==> src/rtl/uart_pkg.sv <==
package uart_pkg;

	////////////////////////////////////////////////////////////////////////////
	// channel and character sizing
	////////////////////////////////////////////////////////////////////////////

	localparam int NUM_CH     = 4;  // receive channels
	localparam int DATA_BITS  = 8;  // bits per char, also wishbone data width

	// oversampling, one bit is OVERSAMPLE ticks
	localparam int OVERSAMPLE = 16;
	localparam int TICK_W     = 4;  // tick counter width in each receiver
	localparam int BIT_W      = 3;  // data bit counter width

	// clk cycles per tick, 64 cycles per bit
	localparam int BAUD_DIV   = 4;

	////////////////////////////////////////////////////////////////////////////
	// register map
	////////////////////////////////////////////////////////////////////////////

	localparam int ADR_W      = 3;  // word address, channel in upper bits

	// register pair per channel at adr = ch*2
	localparam int REG_DATA   = 0;  // read returns byte, clears valid
	localparam int REG_STATUS = 1;  // read returns flags, clears overrun

	// status bit positions
	localparam int ST_VALID   = 0;  // byte waiting
	localparam int ST_FRAME   = 1;  // last byte had a bad stop bit
	localparam int ST_OVERRUN = 2;  // byte replaced before it was read

endpackage
==> src/rtl/uart_rx_top.sv <==
`timescale 1ns/1ns

// four channel polled uart receiver
module uart_rx_top
(
	input  logic                           clk,
	input  logic                           rst,
	input  logic [uart_pkg::NUM_CH-1:0]    rxd,   // one serial line per channel

	// wishbone classic slave
	input  logic                           cyc,
	input  logic                           stb,
	input  logic                           we,
	input  logic [uart_pkg::ADR_W-1:0]     adr,
	input  logic [uart_pkg::DATA_BITS-1:0] dat_w,
	output logic                           ack,
	output logic [uart_pkg::DATA_BITS-1:0] dat_r
);

	logic                                                  tick;     // shared 16x strobe
	logic [uart_pkg::NUM_CH-1:0]                           done_vec;
	logic [uart_pkg::NUM_CH-1:0][uart_pkg::DATA_BITS-1:0] data_vec;
	logic [uart_pkg::NUM_CH-1:0]                           ferr_vec;

	baud_tick_gen u_tick
	(
		.clk  (clk),
		.rst  (rst),
		.tick (tick)
	);

	// one receiver per line, all on the same tick phase
	for (genvar ch = 0; ch < uart_pkg::NUM_CH; ch++)
	begin : g_ch
		uart_rx u_rx
		(
			.clk       (clk),
			.rst       (rst),
			.tick      (tick),
			.rxd       (rxd[ch]),
			.rx_done   (done_vec[ch]),
			.rx_data   (data_vec[ch]),
			.frame_err (ferr_vec[ch])
		);
	end

	wb_rx_regs u_regs
	(
		.clk      (clk),
		.rst      (rst),
		.done_vec (done_vec),
		.data_vec (data_vec),
		.ferr_vec (ferr_vec),
		.cyc      (cyc),
		.stb      (stb),
		.we       (we),
		.adr      (adr),
		.dat_w    (dat_w),
		.ack      (ack),
		.dat_r    (dat_r)
	);

endmodule

==> src/rtl/wb_rx_regs.sv <==
`timescale 1ns/1ns

// wishbone classic slave, one holding register and flag set per channel
module wb_rx_regs
(
	input  logic                                                  clk,
	input  logic                                                  rst,
	input  logic [uart_pkg::NUM_CH-1:0]                           done_vec,
	input  logic [uart_pkg::NUM_CH-1:0][uart_pkg::DATA_BITS-1:0] data_vec,
	input  logic [uart_pkg::NUM_CH-1:0]                           ferr_vec,
	input  logic                                                  cyc,
	input  logic                                                  stb,
	input  logic                                                  we,
	input  logic [uart_pkg::ADR_W-1:0]                            adr,
	input  logic [uart_pkg::DATA_BITS-1:0]                        dat_w, // read only map
	output logic                                                  ack,
	output logic [uart_pkg::DATA_BITS-1:0]                        dat_r
);

	// per channel state
	logic [uart_pkg::NUM_CH-1:0][uart_pkg::DATA_BITS-1:0] data_q; // held byte
	logic [uart_pkg::NUM_CH-1:0] valid_q;   // byte waiting
	logic [uart_pkg::NUM_CH-1:0] frame_q;   // stop bit of last byte was low
	logic [uart_pkg::NUM_CH-1:0] overrun_q; // byte lost

	// decode
	logic [uart_pkg::ADR_W-2:0]  ch_sel;    // upper address bits
	logic                        reg_sel;   // data or status
	logic                        req;       // new cycle, ack goes out next edge
	logic                        rd_req;
	logic [uart_pkg::NUM_CH-1:0] clr_valid;
	logic [uart_pkg::NUM_CH-1:0] clr_overrun;

	// read mux
	logic [uart_pkg::DATA_BITS-1:0] status_word;
	logic [uart_pkg::DATA_BITS-1:0] rd_word;

	assign ch_sel  = adr[uart_pkg::ADR_W-1:1];
	assign reg_sel = adr[0];
	assign req     = cyc & stb & ~ack; // ~ack keeps ack to a single cycle
	assign rd_req  = req & ~we;        // writes just get acked

	////////////////////////////////////////////////////////////////////////////
	// read side effects
	////////////////////////////////////////////////////////////////////////////

	always_comb
	begin
		for (int i = 0; i < uart_pkg::NUM_CH; i++)
		begin
			clr_valid[i]   = rd_req && (ch_sel == (uart_pkg::ADR_W-1)'(i))
				&& (reg_sel == 1'(uart_pkg::REG_DATA));
			clr_overrun[i] = rd_req && (ch_sel == (uart_pkg::ADR_W-1)'(i))
				&& (reg_sel == 1'(uart_pkg::REG_STATUS));
		end
	end

	// flags, a new byte beats a clearing read on the same edge
	always_ff @(posedge clk)
	begin
		if (rst)
		begin
			valid_q   <= '0;
			frame_q   <= '0;
			overrun_q <= '0;
		end
		else
		begin
			for (int i = 0; i < uart_pkg::NUM_CH; i++)
			begin
				if (clr_valid[i])
					valid_q[i] <= 1'b0;
				if (clr_overrun[i])
					overrun_q[i] <= 1'b0;
				if (done_vec[i])
				begin
					valid_q[i] <= 1'b1;
					frame_q[i] <= ferr_vec[i]; // follows every byte
					// old byte still unread and not being read right now
					if (valid_q[i] && !clr_valid[i])
						overrun_q[i] <= 1'b1;
				end
			end
		end
	end

	// holding registers, new byte always replaces old
	always_ff @(posedge clk)
	begin
		for (int i = 0; i < uart_pkg::NUM_CH; i++)
		begin
			if (done_vec[i])
				data_q[i] <= data_vec[i];
		end
	end

	////////////////////////////////////////////////////////////////////////////
	// bus response
	////////////////////////////////////////////////////////////////////////////

	always_comb
	begin
		status_word = '0;
		status_word[uart_pkg::ST_VALID]   = valid_q[ch_sel];
		status_word[uart_pkg::ST_FRAME]   = frame_q[ch_sel];
		status_word[uart_pkg::ST_OVERRUN] = overrun_q[ch_sel];
		if (reg_sel == 1'(uart_pkg::REG_STATUS))
			rd_word = status_word;
		else
			rd_word = data_q[ch_sel];
	end

	// ack one cycle after cyc & stb, then low again
	always_ff @(posedge clk)
	begin
		if (rst)
			ack <= 1'b0;
		else
			ack <= req;
	end

	// read data captured with pre-clear flag values
	always_ff @(posedge clk)
	begin
		if (rd_req)
			dat_r <= rd_word;
	end

endmodule

==> src/rtl/uart_rx.sv <==
`timescale 1ns/1ns

// one receive channel, 8N1, 16x oversampled off the shared tick
module uart_rx
(
	input  logic                           clk,
	input  logic                           rst,
	input  logic                           tick,      // 16x strobe
	input  logic                           rxd,       // async serial line
	output logic                           rx_done,   // one cycle per char
	output logic [uart_pkg::DATA_BITS-1:0] rx_data,   // valid with rx_done
	output logic                           frame_err  // valid with rx_done
);

	typedef enum logic [1:0]
	{
		S_IDLE,
		S_START,
		S_DATA,
		S_STOP
	} state_t;

	state_t                      state;
	logic                        rxd_meta;  // first sync stage
	logic                        rxd_sync;  // line as seen by the fsm
	logic [uart_pkg::TICK_W-1:0] tick_cnt;  // ticks inside current bit
	logic [uart_pkg::BIT_W-1:0]  bit_cnt;   // data bits taken so far
	logic                        mid_start; // middle of start bit
	logic                        bit_end;   // one full bit period counted

	assign mid_start = (tick_cnt == uart_pkg::TICK_W'(uart_pkg::OVERSAMPLE / 2 - 1));
	assign bit_end   = (tick_cnt == uart_pkg::TICK_W'(uart_pkg::OVERSAMPLE - 1));

	////////////////////////////////////////////////////////////////////////////
	// input synchronizer
	////////////////////////////////////////////////////////////////////////////

	// two flops, line idles high so reset to 1
	always_ff @(posedge clk)
	begin
		if (rst)
		begin
			rxd_meta <= 1'b1;
			rxd_sync <= 1'b1;
		end
		else
		begin
			rxd_meta <= rxd;
			rxd_sync <= rxd_meta;
		end
	end

	////////////////////////////////////////////////////////////////////////////
	// start / data / stop fsm
	////////////////////////////////////////////////////////////////////////////

	always_ff @(posedge clk)
	begin
		if (rst)
		begin
			state    <= S_IDLE;
			tick_cnt <= '0;
			bit_cnt  <= '0;
			rx_done  <= 1'b0;
		end
		else
		begin
			rx_done <= 1'b0; // pulse, cleared every clk not every tick
			if (tick)
			begin
				case (state)
				S_IDLE:
					if (!rxd_sync) // falling edge, maybe a start bit
					begin
						state    <= S_START;
						tick_cnt <= '0;
					end
				S_START:
					if (mid_start)
					begin
						tick_cnt <= '0;
						bit_cnt  <= '0;
						// line back high mid start bit means a glitch
						state    <= rxd_sync ? S_IDLE : S_DATA;
					end
					else
						tick_cnt <= tick_cnt + 1'b1;
				S_DATA:
					if (bit_end) // middle of next data bit
					begin
						tick_cnt <= '0;
						if (bit_cnt == uart_pkg::BIT_W'(uart_pkg::DATA_BITS - 1))
							state <= S_STOP;
						else
							bit_cnt <= bit_cnt + 1'b1;
					end
					else
						tick_cnt <= tick_cnt + 1'b1;
				S_STOP:
					if (bit_end) // middle of stop bit
					begin
						tick_cnt <= '0;
						state    <= S_IDLE;
						rx_done  <= 1'b1; // fires good frame or bad
					end
					else
						tick_cnt <= tick_cnt + 1'b1;
				default:
					state <= S_IDLE;
				endcase
			end
		end
	end

	// payload, lsb first shift and stop bit judgement
	always_ff @(posedge clk)
	begin
		if (tick && state == S_DATA && bit_end)
			rx_data <= {rxd_sync, rx_data[uart_pkg::DATA_BITS-1:1]};
		if (tick && state == S_STOP && bit_end)
			frame_err <= ~rxd_sync; // stop must be high
	end

endmodule

==> src/rtl/baud_tick_gen.sv <==
`timescale 1ns/1ns

// one shared oversampling strobe for all receive channels
module baud_tick_gen
(
	input  logic clk,
	input  logic rst,
	output logic tick
);

	logic [$clog2(uart_pkg::BAUD_DIV)-1:0] div_cnt; // down counter

	// counter walks down to zero, tick is registered off the zero state
	// so first tick lands BAUD_DIV cycles after reset drops
	always_ff @(posedge clk)
	begin
		if (rst)
		begin
			div_cnt <= ($clog2(uart_pkg::BAUD_DIV))'(uart_pkg::BAUD_DIV - 1);
			tick    <= 1'b0;
		end
		else if (div_cnt == '0)
		begin
			div_cnt <= ($clog2(uart_pkg::BAUD_DIV))'(uart_pkg::BAUD_DIV - 1); // reload
			tick    <= 1'b1; // one cycle wide
		end
		else
		begin
			div_cnt <= div_cnt - 1'b1;
			tick    <= 1'b0;
		end
	end

endmodule

==> config.mk <==
export PLATFORM = sky130hd
export DESIGN_NAME = uart_rx_top
export DESIGN_NICKNAME = d
export VERILOG_FILES = /design/src/rtl/uart_pkg.sv /design/src/rtl/uart_rx_top.sv /design/src/rtl/wb_rx_regs.sv /design/src/rtl/uart_rx.sv /design/src/rtl/baud_tick_gen.sv
export SDC_FILE = /design/constraint.sdc
export NUM_CORES = 1
export LEC_CHECK = 0
export BUFFER_PORTS_ARGS = -buffer_cell sky130_fd_sc_hd__buf_2
export CELL_PAD_IN_SITES_DETAIL_PLACEMENT = 0
export CELL_PAD_IN_SITES_GLOBAL_PLACEMENT = 1
export CORE_MARGIN = 8
export CORE_UTILIZATION = 50
export CTS_CLUSTER_DIAMETER = 40
export DETAILED_ROUTE_END_ITERATION = 8
export PLACE_DENSITY = 0.8
export SETUP_SLACK_MARGIN = 0.4
export SLEW_MARGIN = 20
export SYNTH_ARGS = -nofsm -noshare
export SYNTH_HDL_FRONTEND = slang
export SYNTH_SLANG_ARGS = --single-unit
==> constraint.sdc <==
create_clock -name clk -period 2.6 [get_ports clk]
set_input_delay 0.52 -clock clk [delete_from_list [all_inputs] [get_ports clk]]
set_output_delay 0.52 -clock clk [all_outputs]
set_load 0.02 [all_outputs]
**After elaboration in Yosys (flattened, before gate mapping)**

Index checks and enable logic that the tools add are counted.

- Reduce and logical (&&, ||, !) cells: 71
- Multiplexer cells: 94
- Bitwise operators: 15
- $lt $le $gt $ge: 1
- Add/subtract/negate cells: 9
- Equal/unequal tests: 51

Operators with widths:

| operator | number |
|---|---|
| $mux W2 | 24 |
| $mux W4 | 12 |
| $pmux W4 S3 | 4 |
| $mux W3 | 13 |
| $logic_and A1 B1 Y1 | 32 |
| $ne A2 B1 Y1 const B | 16 |
| $pmux W2 S4 | 4 |
| $mux W1 | 28 |
| $pmux W3 S2 | 4 |
| $reduce_and A6 Y1 | 4 |
| $eq A2 B2 Y1 const B | 10 |
| $reduce_and A5 Y1 | 4 |
| $add A4 B1 Y4 const B | 4 |
| $bmux W8 S2 | 1 |
| $eq A4 B3 Y1 const B | 4 |
| $eq A4 B4 Y1 const B | 4 |
| $ne A2 B2 Y1 const B | 8 |
| $reduce_bool A2 Y1 | 8 |
| $add A3 B1 Y3 const B | 4 |
| $eq A3 B3 Y1 const B | 4 |
| $logic_not A2 Y1 | 6 |
| $not A1 Y1 | 12 |
| $reduce_or A3 Y1 | 4 |
| $eq A2 B1 Y1 const B | 5 |
| other kinds (8) | 22 |

- Output and inout bits: 9
- Input bits: 20
- Logic and storage cells: 291
- Flip-flop bits (word level): 140

**Logic depth before layout (Yosys ltp)**

- Word-level depth: 9
- Mapped depth: 6

**Hierarchy**

A second synthesis with hierarchy kept.

- Cells, all modules: 452
- Area total of the unflattened synthesis: 5910.7 µm²

Modules (own cells, without submodules):

| module | cells each | area each (µm²) | instances | sequential area each (µm²) |
|---|---|---|---|---|
| uart_rx | 79 | 907.1 | 4 | 510.5 |
| wb_rx_regs | 127 | 2178.3 | 1 | 1461.4 |
| baud_tick_gen | 9 | 103.8 | 1 | 60.1 |

**Worst setup path before layout**

No wires, ideal clock.

- Path kind: input to register
- From: in adr[2] (netlist name)
- To: reg u_regs.dat_r[0] (netlist name) (data pin)
- Stages on the path: 3
- Path slack: 0.748 ns
- Buffers on the path: 1
- Required time: 2.340 ns
- Arrival time: 1.592 ns
- Library setup time: 0.260 ns
- Cell sequence: clkbuf_1 mux4_2 mux2_2

- Longest elaborated chain between the ends: 3
- Elaborated cells on any way between the ends: 5
- Those cells by class: 5 x mux

Ends and longest elaborated chain:

| element | RTL line | text |
|---|---|---|
| from (decl) | uart_rx_top.sv:14 | `input logic [uart_pkg::ADR_W-1:0] adr,` |
| $bmux W8 S2 or $bmux W1 S2 (tied branches) | wb_rx_regs.sv:110, wb_rx_regs.sv:104 |  |
| $mux W8 (not written as such) or $mux W1 (tied branches) | wb_rx_regs.sv:110, wb_rx_regs.sv:104 |  |
| $mux W3 (*) | wb_rx_regs.sv:107 | `if (reg_sel == 1'(uart_pkg::REG_STATUS))` |
| via u_regs.rd_word, one bit | wb_rx_regs.sv:36 | `logic [uart_pkg::DATA_BITS-1:0] rd_word;` |
| to (signal assigned) | wb_rx_regs.sv:126 | `dat_r <= rd_word;` |
| to (decl) | wb_rx_regs.sv:17 | `output logic [uart_pkg::DATA_BITS-1:0] dat_r` |

The timed path passes the listed nets; every way through them passes the cells marked *. The select of a mux whose other input is x is not followed.
A chain may end at the register's enable or synchronous reset.

**Final worst setup path**

- From: reg g_ch[3].u_rx.bit_cnt[0] (netlist name)
- To: reg g_ch[3].u_rx.bit_cnt[0] (netlist name)

- Longest elaborated chain between the ends: 4
- Elaborated cells on any way between the ends: 7
- Those cells by class: 1 x add/sub; 2 x eq/ne; 3 x mux; 1 x reduce/logical

Ends and longest elaborated chain:

| element | RTL line | text |
|---|---|---|
| from (decl) | uart_rx.sv:27 | `logic [uart_pkg::BIT_W-1:0] bit_cnt;` |
| from (signal assigned) | uart_rx.sv:95 | `bit_cnt <= bit_cnt + 1'b1;` |
| $add A3 B1 Y3 | uart_rx.sv:95 |  |
| $mux W3 | uart_rx.sv:92 | `if (bit_cnt == uart_pkg::BIT_W'(uart_pkg::DATA_BITS - 1))` |
| $mux W3 | uart_rx.sv:89 | `if (bit_end)` |
| $pmux W3 S2 | uart_rx.sv:71 | `case (state)` |

Parallel ways exist; a longest one is shown, timed or not. The select of a mux whose other input is x is not followed.

==> results_tabular.tex <==
\begin{tabular}{lr}
\hline
Metric & Value \\
\hline
\multicolumn{2}{l}{\textbf{Run status}} \\
\quad Result of the run & completed \\
\multicolumn{2}{l}{\textbf{Clock tree}} \\
\quad Number of H-tree levels & 4 \\
\quad Number of buffers added by the clock tree synthesis step & 17 \\
\quad Cells resized by post-CTS repair & 0 \\
\quad Master cell of the clock root buffer & sky130\_fd\_sc\_hd\_\_clkbuf\_16 \\
\quad Post-cts hold buffer count & 0 \\
\quad Count of buffers added by post-CTS timing repair for setup & 0 \\
\quad Clock tree from TritonCTS & done \\
\quad Worst-skew pair later-pin latency & 0.40 ns \\
\quad Clk slew on worst S/H paths & 0.06 ns \\
\quad Number of buffers on the longest clock path & 2 \\
\quad Sinks on Clock Net & 140 \\
\multicolumn{2}{l}{\textbf{Power}} \\
\quad Power per unit of standard cell area & 715 mW/mm\^{}2 \\
\quad Largest voltage drop on the vdd net & 0.000419 V \\
\quad Pleak & 2.27 nW \\
\multicolumn{2}{l}{\textbf{Detailed routing}} \\
\quad Met3 wire length & 309 microns \\
\quad WL met2 & 4890 microns \\
\quad DRT antenna net count & 0 \\
\quad Average wire per cell in the routed design & 16.1 microns \\
\quad DR DRC count & 0 \\
\quad First DRT Iteration DRCs & around 250 \\
\quad Drt via density & about 5.5 \\
\quad Aggregate routed wire length & $\sim$10000 microns \\
\quad Total vias in the final route & 3445 \\
\quad Detailed-routing wirelength on met1 & 4700 microns \\
\quad Uppermost routed layer & met4 \\
\quad DRT Pass-1 Iters & 4 \\
\multicolumn{2}{l}{\textbf{Floorplan}} \\
\quad Die Wd & 122 microns \\
\quad Boundary Pins & 29 \\
\quad Floorplan row count & 38 \\
\quad Die outline height & 122 microns \\
\quad Die area & roughly 0.015 sq mm \\
\quad Starting density of the core & between 50\% and 60\% \\
\quad Core region area & 0.0109 sq mm \\
\multicolumn{2}{l}{\textbf{Synthesis}} \\
\quad Async set-or-reset flop fraction in the synthesized netlist & 0\% \\
\quad Yosys cell types & between 50 and 60 \\
\quad Synth warn & 0 \\
\quad Number of synthesized flops with an enable pin & 76 \\
\quad Part of the Yosys area used for sequential elements & a little over three fifths \\
\quad Average size of a mapped cell & 12.6 sq um \\
\quad Predominant post-synthesis flop cell & sky130\_fd\_sc\_hd\_\_edfxtp\_1 \\
\quad Gate count after technology mapping & between 400 and 500 \\
\quad Syn nets & about 480 \\
\quad Netlist area before placement & 0.00564 sq mm \\
\quad Number of register bits inferred by synthesis & 140 \\
\multicolumn{2}{l}{\textbf{GRT}} \\
\quad Sum of overflow across all layers after global routing & 0 \\
\quad Number of antenna violations at the first check in global routing & 0 \\
\quad Number of global-route vias before repair & $\sim$3.4k \\
\quad Maximum number of pins on one net before global-route repair & 30 \\
\quad Wire length of the first global-routing pass & 16800 microns \\
\quad GRT Overall Usage & $\sim$14\% \\
\multicolumn{2}{l}{\textbf{STA}} \\
\quad Relative max-transition margin & 55.7\% \\
\quad Unrepaired setup endpoints after global routing & false \\
\quad Worst slew pin tran & 0.662 ns \\
\quad Fin Setup TNS & 0 ns \\
\quad Post-layout minimum cycle time & 1.84 ns \\
\quad Post-route clock skew & 0.00930 ns \\
\quad Final period utilization & between 70 and 80\% \\
\quad Hold\_ws & between 0.2 and 0.3 ns \\
\quad Final Hold Fails & 0 \\
\quad Maximum clock frequency & $\sim$540 MHz \\
\quad Max Slew Vio Count & 0 \\
\quad Setup-failing EPs final & 0 \\
\multicolumn{2}{l}{\textbf{Layout}} \\
\quad Post-route insts no fill & 623 \\
\quad Antenna Diode Count & 0 \\
\quad Final design utilization & 58.5\% \\
\quad Final Net Count & 503 \\
\quad Multi-input combinational cell area & 0.00192 sq mm \\
\quad Layout fillers & 878 \\
\quad Layout Cell Area excl Fill & 0.00639 sq mm \\
\quad Register Area & 0.00356 sq mm \\
\quad Area Growth Syn to Fin & 13.4\% \\
\quad Fraction of layout instances using a drive strength above 1 & between 10\% and 20\% \\
\multicolumn{2}{l}{\textbf{Placement}} \\
\quad Routability Congestion & 0.791 \\
\quad Placed cells & 591 \\
\quad Area after detailed placement & 0.00587 sq mm \\
\quad Sum of net half-perimeters after detailed placement & 6820 microns \\
\quad Port bufs & 20 \\
\multicolumn{2}{l}{\textbf{Worst setup path}} \\
\quad Critical path data required time & 2.94 ns \\
\quad Startpoint of the lowest-slack register-to-register path & g\_ch[3].u\_rx.bit\_cnt[0]\$\_SDFFE\_PP0P\_ \\
\quad CP Capture Type & register \\
\quad Crit-path max FO & 4 \\
\quad Critical path type & register to register \\
\quad Reg-to-reg slack, setup & 0.76 ns \\
\quad Reg2reg end & g\_ch[3].u\_rx.bit\_cnt[0]\$\_SDFFE\_PP0P\_ \\
\quad Startpoint class of the critical path & register \\
\quad Arrival @ worst endpoint & 2.18 ns \\
\quad Logic depth of the worst register-to-register path & 6 \\
\multicolumn{2}{l}{\textbf{Job}} \\
\quad Maximum capacitance violations & 0 \\
\multicolumn{2}{l}{\textbf{Worst hold path}} \\
\quad Hold/Removal Path Class & primary input to register \\
\quad Startpoint of the tightest hold check path & rxd[3] \\
\quad Endpoint of the worst hold-timing path & g\_ch[3].u\_rx.rxd\_meta\$\_SDFF\_PP1\_ \\
\quad Depth of the worst hold-timing path & 2 \\
\hline
\end{tabular}
per-stage QoR:
step                total power, mW  setup WS (ns)
global route                   4.72          0.575
CTS                            4.62          0.755
detailed placement             2.49          0.590
finish                         4.57          0.756
global placement               2.49          0.605
floorplan                      2.45          0.748
flip-flops by register name, summed over array words and instances, names as in the netlist, 8 cells and up, named ones only:
name	count
u_regs.data_q	32
g_ch.u_rx.bit_cnt	12
g_ch.u_rx.rx_data	32
u_regs.dat_r	8
g_ch.u_rx.tick_cnt	16
area by class of cell:
| cell class | instances | area share [%] |
|---|---|---|
| flip-flops and latches | 140 | 55.7 |
| multi-input cells | 267 | 30.1 |
| clock buffers | 22 | 6.95 |
| well taps | 140 | 2.74 |
| repair buffers | 26 | 2.27 |
| clock inverters | 10 | 1.21 |
| inverters | 18 | 1.06 |
per-layer routing:
metal  track usage [%]  vias up
met5                 0        -
met4              6.47        0
met3              3.58       14
met2              23.0       49
met1              18.0     1669
li1                  -     1713
cell usage after synthesis (7+ instances only):
cell type                  instances  share of area (%)
sky130_fd_sc_hd__edfxtp_1         76                 40
sky130_fd_sc_hd__nor3_1           10               0.89
sky130_fd_sc_hd__or2_2             8               0.89
sky130_fd_sc_hd__inv_1            18                1.2
sky130_fd_sc_hd__ha_1             13                2.9
sky130_fd_sc_hd__nand3_1          10               0.89
sky130_fd_sc_hd__mux2i_1          12                2.1
sky130_fd_sc_hd__clkbuf_1         14               0.93
sky130_fd_sc_hd__nor2b_1          12                1.3
sky130_fd_sc_hd__mux4_2           11                4.4
sky130_fd_sc_hd__a21oi_1          26                2.3
sky130_fd_sc_hd__and3_1            9                1.0
sky130_fd_sc_hd__nor2_1           26                1.7
sky130_fd_sc_hd__dfxtp_1          64                 23
sky130_fd_sc_hd__o21ai_0           7               0.62
sky130_fd_sc_hd__buf_2             7               0.62
sky130_fd_sc_hd__nand2_1          33                2.2
cells by family (layout without fill, tap and decap cells):
group	after synthesis	count (layout)	share of synthesized area (%)
buf+inv	39	76	2.75
compound gates	77	77	8.90
simple gates	149	149	14.9
flops	140	140	63.2
fa+ha+maj	13	13	2.88
xor+xnor	2	2	0.311
mux	26	26	7.12
worst max-delay path by stage:
stage	start	end	slack, ns
after detailed placement	adr[1]	u_regs.dat_r[1]$_DFFE_PN_	0.59
after CTS	g_ch[3].u_rx.bit_cnt[0]$_SDFFE_PP0P_	g_ch[3].u_rx.bit_cnt[0]$_SDFFE_PP0P_	0.76
after global routing	register	g_ch[1].u_rx.rx_data[4]$_DFFE_PP_	0.58
final	g_ch[3].u_rx.bit_cnt[0]$_SDFFE_PP0P_	g_ch[3].u_rx.bit_cnt[0]$_SDFFE_PP0P_	0.76
after global placement	adr[1]	u_regs.dat_r[1]$_DFFE_PN_	0.60
after floorplan	adr[2]	u_regs.dat_r[0]$_DFFE_PN_	0.75
placed cells by master, fill, tap and decap left out, types with 7 or more instances in the layout:
| cell type | n |
|---|---|
| sky130_fd_sc_hd__mux4_2 | 11 |
| sky130_fd_sc_hd__nand2_1 | 33 |
| sky130_fd_sc_hd__dfxtp_1 | 64 |
| sky130_fd_sc_hd__buf_2 | 20 |
| sky130_fd_sc_hd__ha_1 | 13 |
| sky130_fd_sc_hd__or2_2 | 8 |
| sky130_fd_sc_hd__and3_1 | 9 |
| sky130_fd_sc_hd__nor2_1 | 26 |
| sky130_fd_sc_hd__inv_1 | 18 |
| sky130_fd_sc_hd__mux2i_1 | 12 |
| sky130_fd_sc_hd__clkbuf_16 | 17 |
| sky130_fd_sc_hd__nor2b_1 | 12 |
| sky130_fd_sc_hd__nor3_1 | 10 |
| sky130_fd_sc_hd__edfxtp_1 | 76 |
| sky130_fd_sc_hd__nand3_1 | 10 |
| sky130_fd_sc_hd__o21ai_0 | 7 |
| sky130_fd_sc_hd__a21oi_1 | 26 |
worst max-delay path: stages, from the launching register on:
cell and delay, ns:
sky130_fd_sc_hd__dfxtp_1 0.32, sky130_fd_sc_hd__ha_1 0.21, sky130_fd_sc_hd__ha_1 0.21, sky130_fd_sc_hd__and4bb_1 0.29, sky130_fd_sc_hd__o21ai_2 0.09, sky130_fd_sc_hd__or4b_1 0.52, sky130_fd_sc_hd__a21oi_1 0.14
power by group:
| group | switching (mW) | total (mW) | internal [mW] | leakage, nW |
|---|---|---|---|---|
| Combinational | 0.0599 | 0.102 | 0.0425 | 0.822 |
| Sequential | 0.00855 | 2.34 | 2.33 | 1.20 |
| Clock | 0.836 | 2.13 | 1.30 | 0.244 |
(Power assumes the default switching activity.)
